### config.mk
export PLATFORM = sky130hd
export DESIGN_NAME = fetch_pair
export DESIGN_NICKNAME = d
export VERILOG_FILES = /design/src/source/rv32_pkg.sv /design/src/source/fetch_pair.sv
export SDC_FILE = /design/constraint.sdc
export NUM_CORES = 1
export LEC_CHECK = 0
export ABC_AREA = 1
export BUFFER_PORTS_ARGS = -buffer_cell sky130_fd_sc_hd__buf_2
export CORE_ASPECT_RATIO = 0.5
export CORE_MARGIN = 2
export CORE_UTILIZATION = 47
export CTS_CLUSTER_SIZE = 12
export DETAILED_ROUTE_END_ITERATION = 10
export PLACE_DENSITY = 0.95
export SYNTH_ARGS = -nofsm -noshare
export SYNTH_HDL_FRONTEND = slang
export SYNTH_SLANG_ARGS = --single-unit
### constraint.sdc
create_clock -name clock -period 5.65 [get_ports clock]
set_input_delay 1.4125 -clock clock [delete_from_list [all_inputs] [get_ports clock]]
set_output_delay 1.4125 -clock clock [all_outputs]
set_load 0.05 [all_outputs]
### src/source/rv32_pkg.sv
////////////////////////////////////////////////////////////
// Shared widths, opcode classes, ALU controls, access
// widths, write-back sources and the UART address
////////////////////////////////////////////////////////////
`default_nettype none

package rv32_pkg;

  localparam int xlen       = 32;
  localparam int reg_addr_w = 5;
  localparam int mem_bytes  = 65536;
  localparam int mem_addr_w = $clog2(mem_bytes);  // Byte index width

  localparam logic [xlen-1:0] uart_addr = 32'h0000_fff0;
  localparam logic [xlen-1:0] nop_word  = '0;     // Matches no opcode class

  typedef enum logic [6:0] {
    op_reg    = 7'b0110011,
    op_imm    = 7'b0010011,
    op_load   = 7'b0000011,
    op_store  = 7'b0100011,
    op_branch = 7'b1100011,
    op_lui    = 7'b0110111,
    op_auipc  = 7'b0010111,
    op_jal    = 7'b1101111,
    op_jalr   = 7'b1100111
  } opcode_e;

  // Encoded as {instr[30], funct3}
  typedef enum logic [3:0] {
    alu_add  = 4'b0000,
    alu_sub  = 4'b1000,
    alu_sll  = 4'b0001,
    alu_slt  = 4'b0010,
    alu_sltu = 4'b0011,
    alu_xor  = 4'b0100,
    alu_srl  = 4'b0101,
    alu_sra  = 4'b1101,
    alu_or   = 4'b0110,
    alu_and  = 4'b0111
  } alu_op_e;

  typedef enum logic [2:0] {
    mw_byte   = 3'b000,
    mw_half   = 3'b001,
    mw_word   = 3'b010,
    mw_byte_u = 3'b100,
    mw_half_u = 3'b101
  } mem_width_e;

  typedef enum logic [1:0] {
    wb_alu  = 2'b00,
    wb_mem  = 2'b01,
    wb_link = 2'b10
  } wb_sel_e;

endpackage

`default_nettype wire

### src/source/fetch_pair.sv
////////////////////////////////////////////////////////////
// Program counter, pairing check, slot-2 squash, next PC
////////////////////////////////////////////////////////////
`timescale 1ns/1ps
`default_nettype none

module fetch_pair import rv32_pkg::*; (
  input  logic            clock,
  input  logic            reset_n,
  input  logic [xlen-1:0] fetch_word1,
  input  logic [xlen-1:0] fetch_word2,
  input  logic            jump_taken1,
  input  logic            jump_taken2,
  input  logic [xlen-1:0] target1,
  input  logic [xlen-1:0] target2,
  output logic [xlen-1:0] fetch_pc,
  output logic [xlen-1:0] slot1_word,
  output logic [xlen-1:0] slot2_word,
  output logic [xlen-1:0] slot2_pc
);

  logic [xlen-1:0]       pc;
  logic [xlen-1:0]       next_pc;
  opcode_e               op1;
  opcode_e               op2;
  logic [reg_addr_w-1:0] rd1;
  logic [reg_addr_w-1:0] rs1_2;
  logic [reg_addr_w-1:0] rs2_2;
  logic                  writes_rd1;
  logic                  uses_rs1_2;
  logic                  uses_rs2_2;
  logic                  raw_hazard;
  logic                  jump1;
  logic                  width_clash;
  logic                  pair_ok;
  logic                  branch_taken1;

  // Predecode of both fetched words
  assign op1   = opcode_e'(fetch_word1[6:0]);
  assign op2   = opcode_e'(fetch_word2[6:0]);
  assign rd1   = fetch_word1[11:7];
  assign rs1_2 = fetch_word2[19:15];
  assign rs2_2 = fetch_word2[24:20];

  assign writes_rd1 = (rd1 != '0) &&
                      (op1 inside {op_reg, op_imm, op_load, op_lui, op_auipc, op_jal, op_jalr});
  assign uses_rs1_2 = op2 inside {op_reg, op_imm, op_load, op_store, op_branch, op_jalr};
  assign uses_rs2_2 = op2 inside {op_reg, op_store, op_branch};

  assign raw_hazard = writes_rd1 &&
                      ((uses_rs1_2 && (rs1_2 == rd1)) || (uses_rs2_2 && (rs2_2 == rd1)));
  assign jump1       = op1 inside {op_jal, op_jalr};
  assign width_clash = (op1 == op_store) && (op2 == op_load) &&
                       (mem_width_e'(fetch_word1[14:12]) != mem_width_e'(fetch_word2[14:12]));

  assign pair_ok       = !jump1 && !raw_hazard && !width_clash;
  assign branch_taken1 = (op1 == op_branch) && jump_taken1;

  assign fetch_pc   = pc;
  assign slot1_word = fetch_word1;
  assign slot2_word = (pair_ok && !branch_taken1) ? fetch_word2 : nop_word;  // Squash slot 2
  assign slot2_pc   = pc + 32'd4;

  always_comb begin
    if (jump_taken1) begin
      next_pc = {target1[xlen-1:1], 1'b0};
    end else if (jump_taken2) begin
      next_pc = {target2[xlen-1:1], 1'b0};  // Only reachable when paired
    end else if (pair_ok) begin
      next_pc = pc + 32'd8;
    end else begin
      next_pc = pc + 32'd4;
    end
  end

  always_ff @(posedge clock or negedge reset_n) begin
    if (!reset_n) begin
      pc <= '0;
    end else begin
      pc <= next_pc;
    end
  end

endmodule

`default_nettype wire

==> impl_metrics.env, run 1 <==
export IMPL_run_status="complete, no violations"
export IMPL_power_frac_seq=0.244
export IMPL_cts_hold_repair_buffers=0
export IMPL_die_w_um=132.0
export IMPL_synthTopCellsByCount="nand2_1, nor2_1, inv_1"
export IMPL_grt_pass1_vias=4400
export IMPL_detail_route_iter0_violations=385
export IMPL_yosys_top_cells_area="nand2_1, dfrtp_1, nor2_1"
export IMPL_buffer_ports_inserted=221
export IMPL_die_height_um=67.98
export IMPL_max_freq_ghz=0.2178
export IMPL_vias_per_cell=5.106
export IMPL_final_period_utilization=0.8126
export IMPL_syn_instance_count=673
export IMPL_worstSkewPairLatency_ps=290
export IMPL_final_net_count=983
export IMPL_post_route_cells_drive_above_1_share=0.3012
export IMPL_post_synth_top_area_fraction=0.2156
export IMPL_number_of_failing_hold_endpoints_at_the_final_stage=0
export IMPL_final_ant_viol_nets=0
export IMPL_power_share_combinational=0.455
export IMPL_cts_buffers_inserted=5
export IMPL_type_of_the_worst_setup_path="input port to output pin"
export IMPL_switching_power_mw=0.5500
export IMPL_congestion_overflow_gr=0
export IMPL_final_setup_viol_count=0
export IMPL_ys_ff_latch=31
export IMPL_power_switching_share=0.4651
export IMPL_post_synth_num_cell_types=31
export IMPL_register_area_share_after_synthesis=0.2016
export IMPL_route_detailed_wl_per_inst_um=14.51
export IMPL_tightest_slew_ps=1220
export IMPL_synth_area_mm2=0.003847
export IMPL_yosys_most_used_dff="dfrtp_1"
export IMPL_htree_depth=2
export IMPL_gp_routability_congestion=0.9397
export IMPL_effective_utilization_at_floorplan=0.4827
export IMPL_grt_first_pass_wirelength_um=21250
export IMPL_placeableCoreArea_mm2=0.007971
export IMPL_antenna_diode_count=0
export IMPL_dp_hpwl_um=10760
export IMPL_clock_sinks=31
export IMPL_timing_critical_path_required_ps=4240
export IMPL_cts_reportedPaths_clkPinSlew_ps=50
export IMPL_std_cell_rows=23
export IMPL_timing_hold_worst_class="flip-flop to flip-flop"
export IMPL_cts_tree="built"
export IMPL_power_density_mw_per_mm2=238.6
export IMPL_grt_start_max_net_pins=50
export IMPL_internal_power_mw=0.6324
export IMPL_synth_async_sr_flop_share=1.000
export IMPL_rsz0062_at_grt="no"
export IMPL_place_area_mm2=0.004767
export IMPL_worst_ep_arrival_time_ps=3180
export IMPL_post_route_cell_area_mm2=0.004956
export IMPL_leak_nw=2.809
export IMPL_combined_global_route_utilization_of_all_metal_layers=0.2991
export IMPL_timing_critical_path_from_type="input port"
export IMPL_power_frac_clock=0.300
export IMPL_max_cap_violations=0
export IMPL_final_min_clock_period_ps=4591
export IMPL_number_of_flip_flops_under_the_largest_register_name=31
export IMPL_cts_resized_gates=0
export IMPL_finalSetupTns_ps=0
export IMPL_num_fill_cells=747
export IMPL_first_pass_iters=5
export IMPL_ir_drop_v=0.0001126
export IMPL_cts_root_buf="clkbuf_16"
export IMPL_ff2ff_setup_slack_ps=3470
export IMPL_average_cell_area_after_synthesis_um2=5.717
export IMPL_maximum_count_of_clock_buffers_along_a_single_path=2
export IMPL_post_synth_edffs=0
export IMPL_crit_path_end_kind="output pin"
export IMPL_fp_dieArea_mm2=0.008970
export IMPL_num_vias=4912
export IMPL_synth_area_leader_cell="nand2_1"
export IMPL_final_setup_skew_ps=4.599
export IMPL_pins_over_slew_limit=0
export IMPL_route_detailed_drc=0
export IMPL_worst_path_max_fanout=32
export IMPL_relSlewSlack=0.1856
export IMPL_final_routed_wirelength_across_all_metal_layers_um=13960
export IMPL_synth_yosys_warnings=0
export IMPL_io_pin_count=260
export IMPL_layout_area_overhead_vs_synth_pct=28.81
export IMPL_yosys_cell_count_top_type="nand2_1"
export IMPL_post_cts_setup_buffer_count=0
export IMPL_antenna_found_initial=0
[final timing paths]
kind | startpoint | endpoint | cells past startpoint
worst max register to register | fetch_pc[3]$_DFF_PN0_ | fetch_pc[9]$_DFF_PN0_ | 10
min in group asynchronous | reset_n | fetch_pc[1]$_DFFE_PN0P_ | 1
worst min register to register | fetch_pc[1]$_DFFE_PN0P_ | fetch_pc[1]$_DFFE_PN0P_ | 2
worst max-delay path | fetch_word2[12] | slot2_word[12] | 13
worst min-delay path | fetch_pc[1]$_DFFE_PN0P_ | fetch_pc[1]$_DFFE_PN0P_ | 2
max in group asynchronous | reset_n | fetch_pc[21]$_DFF_PN0_ | 1
[cells by family (layout without fill, tap and decap cells)]
| logic type | count (synthesis) | count (layout) | share of synthesized area |
|---|---|---|---|
| AND/OR/NAND/NOR | 435 | 435 | 0.4722 |
| buffers and inverters | 129 | 305 | 0.1620 |
| XOR/XNOR | 52 | 52 | 0.1184 |
| flip-flops | 31 | 31 | 0.2016 |
| AO/OA/AOI/OAI | 23 | 23 | 0.03837 |
| adder cells (fa/ha/maj) | 2 | 2 | 0.006503 |
| other | 1 | 2 | 0.0009747 |
[layer usage]
layer	routed length, µm	vias to the layer above	track usage
li1	-	2364	-
met1	5819	2241	0.3731
met2	6611	252	0.5293
met3	1143	55	0.05037
met4	387	0	0.1236
met5	0	-	0
[per-stage QoR]
stage | worst slack (ps) | util | hold slack, ps | instances | power [mW]
after floorplan | 1282 | - | 771.1 | 674 | 0.7042
after global placement | 1158 | 0.5980 | 480.3 | 954 | 0.8121
after detailed placement | 1101 | 0.5980 | 500.5 | 954 | 0.8206
after CTS | 1084 | 0.6217 | 516.1 | 962 | 1.177
after global routing | 890.5 | 0.6217 | 541.9 | 962 | 1.226
final | 1059 | 0.6217 | 522.9 | 962 | 1.182
[cells in the final DEF (no fill, tap or decap)]
cell type / netlist / final
nand2_1: 221 / 221
buf_2: 6 / 221
nor2_1: 125 / 125
inv_1: 71 / 71
nand3_1: 58 / 58
xor2_1: 41 / 41
dfrtp_1: 31 / 31
xnor2_1: 11 / 11
nor2_2: 7 / 7
nand4_1: 6 / 6
a22oi_1: 6 / 6
o21ai_0: 5 / 5
or2_2: 5 / 5
clkbuf_16: 0 / 5
nand2_2: 4 / 4
o211ai_1: 4 / 4
a21oi_1: 4 / 4
inv_2: 3 / 3
nor3_2: 3 / 3
nor2_4: 2 / 2
nor3_1: 2 / 2
ha_1: 2 / 2
conb_1: 1 / 2
bufinv_16: 0 / 2
buf_4: 35 / 2
nand3_2: 1 / 1
nand3_4: 1 / 1
o21ai_1: 1 / 1
a22o_1: 1 / 1
o21bai_1: 1 / 1
o22ai_1: 1 / 1
clkbuf_1: 13 / 1
[power by group through the flow]
| stage | combinational, mW | clock [mW] | sequential, mW |
|---|---|---|---|
| after floorplan | 0.353 | 0 | 0.352 |
| after global placement | 0.523 | 0 | 0.289 |
| after detailed placement | 0.531 | 0 | 0.290 |
| after CTS | 0.535 | 0.355 | 0.286 |
| after global routing | 0.570 | 0.366 | 0.290 |
| final | 0.538 | 0.355 | 0.289 |
[critical path, stage by stage]
cell and delay, ps:
buf_2 110, inv_1 100, nand2_1 60, nand2_1 60
nand3_1 120, nand3_1 90, nand2_1 70, a21oi_1 130
buf_4 300, nand2_1 90, buf_4 240, nor2_1 130
buf_2 280
[area by class of cell]
cell class | count | area (µm²) | share of cell area
clock buffer | 6 | 128.9 | 0.02600
tap | 112 | 140.1 | 0.02828
clock inverter | 2 | 60.06 | 0.01212
multi-input combinational | 514 | 2452 | 0.4948
sequential | 31 | 775.7 | 0.1565
timing repair buffer | 223 | 1121 | 0.2262
inverter | 74 | 277.8 | 0.05605
(Power assumes the default switching activity.)
==> run 2: changes to the inputs <==
--- a/config.mk
+++ b/config.mk
@@ -9,10 +9,10 @@
 export BUFFER_PORTS_ARGS = -buffer_cell sky130_fd_sc_hd__buf_2
 export CORE_ASPECT_RATIO = 0.5
 export CORE_MARGIN = 2
-export CORE_UTILIZATION = 47
+export CORE_UTILIZATION = 43
 export CTS_CLUSTER_SIZE = 12
 export DETAILED_ROUTE_END_ITERATION = 10
-export PLACE_DENSITY = 0.95
+export PLACE_DENSITY = 0.94
 export SYNTH_ARGS = -nofsm -noshare
 export SYNTH_HDL_FRONTEND = slang
 export SYNTH_SLANG_ARGS = --single-unit
==> constraint.sdc (replaced) <==
create_clock -name clock -period 4.5 [get_ports clock]
set_input_delay 1.125 -clock clock [delete_from_list [all_inputs] [get_ports clock]]
set_output_delay 1.125 -clock clock [all_outputs]
set_load 0.05 [all_outputs]
==> run 2 against run 1 <==
Core utilization shrank 4.8 points. Critical path type unchanged. Die area grew 8.9%. Largest power group unchanged. Critical endpoint is now slot2_word[1]. Sequential power grew 26%. Total power grew 26%. Cell area grew 0.73%. Via count grew 2.4%. Largest cell class unchanged. Flip-flop and latch count is the same. Register-to-register slack lost 1100 ps.
==> impl_metrics.env, run 2 (synthesis results as in run 1) <==
export IMPL_run_status="complete, no violations"
export IMPL_maximum_count_of_clock_buffers_along_a_single_path=2
export IMPL_rsz0062_at_grt="no"
export IMPL_grtUsageMet3=0.07097
export IMPL_final_setup_skew_ps=6.685
export IMPL_fp_dieArea_mm2=0.009766
export IMPL_cts_tree="built"
export IMPL_final_cell_mix="nand2_1, buf_2, nor2_1, inv_1, nand3_1"
export IMPL_type_of_the_worst_setup_path="input port to output pin"
export IMPL_cts_reportedPaths_clkPinSlew_ps=60
export IMPL_route_detailed_drc=0
export IMPL_die_w_um=137.8
export IMPL_final_period_utilization=0.8574
export IMPL_final_net_count=985
export IMPL_use_met1=0.3511
export IMPL_grt_pass1_vias=4591
export IMPL_die_height_um=70.89
export IMPL_final_common_cell="nand2_1"
export IMPL_worst_path_max_delay_cell="buf_2"
export IMPL_post_route_cell_area_mm2=0.004992
export IMPL_dp_hpwl_um=11010
export IMPL_worst_hold_slack_ps=511.4
export IMPL_post_cts_setup_buffer_count=0
export IMPL_htree_depth=2
export IMPL_tightest_slew_ps=999.0
export IMPL_pins_over_slew_limit=0
export IMPL_worst_path_max_fanout=27
export IMPL_cts_buffers_inserted=5
export IMPL_max_cap_violations=0
export IMPL_placeableCoreArea_mm2=0.008708
export IMPL_number_of_flip_flops_under_the_largest_register_name=31
export IMPL_num_vias=5029
export IMPL_grtUsageMet2=0.4798
export IMPL_final_core_utilization=0.5733
export IMPL_clock_sinks=31
export IMPL_final_ant_viol_nets=0
export IMPL_globalRoute_busiestLayer="met2"
export IMPL_timing_hold_worst_class="flip-flop to flip-flop"
export IMPL_first_pass_iters=6
export IMPL_final_routed_wirelength_across_all_metal_layers_um=14300
export IMPL_timing_critical_path_from_type="input port"
export IMPL_buffer_ports_inserted=221
export IMPL_power_density_mw_per_mm2=297.4
export IMPL_leak_nw=2.824
export IMPL_final_instance_count_excl_fill=969
export IMPL_route_detailed_wl_per_inst_um=14.76
export IMPL_io_pin_count=260
export IMPL_worstReg2RegStart="fetch_pc[3]$_DFF_PN0_"
export IMPL_cpMostUsedCell="nand2_1"
export IMPL_antenna_diode_count=0
export IMPL_gp_routability_congestion=1.021
export IMPL_effective_utilization_at_floorplan=0.4418
export IMPL_timing_critical_path_slowest_cell_delay_ps=290
export IMPL_critical_path_cell_by_cell="buf_2 > inv_1 > nand2_1 > nand2_1 > nand3_1 > nand3_1 > nand2_1 > a21oi_1 > nand2_1 > buf_4 > nor2_1 > buf_2"
export IMPL_number_of_failing_hold_endpoints_at_the_final_stage=0
export IMPL_final_min_clock_period_ps=3858
export IMPL_critPathLaunch="fetch_word2[14]"
export IMPL_post_route_cells_drive_above_1_share=0.3028
export IMPL_cts_hold_repair_buffers=0
export IMPL_finalSetupTns_ps=0
export IMPL_ir_drop_v=0.0001411
export IMPL_worst_ep_arrival_time_ps=2730
export IMPL_grt_start_max_net_pins=49
export IMPL_power_total_mw=1.485
export IMPL_grt_first_pass_wirelength_um=22020
export IMPL_congestion_overflow_gr=0
export IMPL_std_cell_rows=24
export IMPL_preCtsSetupSlack_ps=662.6
export IMPL_detail_route_iter0_violations=512
export IMPL_combined_global_route_utilization_of_all_metal_layers=0.2851
export IMPL_layout_area_overhead_vs_synth_pct=29.76
export IMPL_place_detailed_instances=961
export IMPL_place_area_mm2=0.004803
export IMPL_timing_critical_path_required_ps=3380
export IMPL_hold_start="fetch_pc[1]$_DFFE_PN0P_"
export IMPL_worstSkewPairLatency_ps=280
export IMPL_crit_path_end_kind="output pin"
export IMPL_antenna_found_initial=0
export IMPL_fin_ws_ps=641.6
export IMPL_final_setup_viol_count=0
export IMPL_max_freq_ghz=0.2592
export IMPL_cts_resized_gates=0
export IMPL_relSlewSlack=0.3324
export IMPL_cts_root_buf="clkbuf_16"
export IMPL_vias_per_cell=5.190
[run 2: changes by cell type in the layout (fill, tap and decap cells not counted)]
cell / delta
buf_12: +1
buf_4: +2
buf_2: -1
[run 2: metal layers]
metal,share of wire,vias to the layer above
met1,0.38,2230
met3,0.12,81
li1,-,2371
met4,0.045,0
met5,0,-
met2,0.46,347
[run 2: report_power, final]
group / switching (mW) / internal, mW
Clock: 0.126 / 0.317
Sequential: 0.0567 / 0.306
Combinational: 0.506 / 0.173
Total: 0.688 / 0.797
[run 2: cell type report]
| type | count | area (µm²) |
|---|---|---|
| clock inverter | 2 | 60.06 |
| sequential | 31 | 775.7 |
| tap | 117 | 146.4 |
| inverter | 74 | 277.8 |
| fill | 778 | 3716 |
| clock buffer | 6 | 128.9 |
| timing repair buffer | 225 | 1151 |
| multi-input combinational | 514 | 2452 |
[run 2: final timing paths]
| path | cells past startpoint | endpoint | slack, ps |
|---|---|---|---|
| setup / recovery | 12 | slot2_word[1] | 640 |
| hold / removal | 2 | fetch_pc[1]$_DFFE_PN0P_ | 510 |
| setup reg to reg | 9 | fetch_pc[20]$_DFF_PN0_ | 2330 |
| max in group asynchronous | 1 | fetch_pc[27]$_DFF_PN0_ | 3130 |
| min in group asynchronous | 1 | fetch_pc[1]$_DFFE_PN0P_ | 900 |
| hold reg to reg | 2 | fetch_pc[1]$_DFFE_PN0P_ | 510 |
[run 2: critical path, delay by kind of cell]
family | cells | cell delay, ps
buffers and inverters | 4 | 740
AND/OR/NAND/NOR | 7 | 690
AO/OA/AOI/OAI | 1 | 160
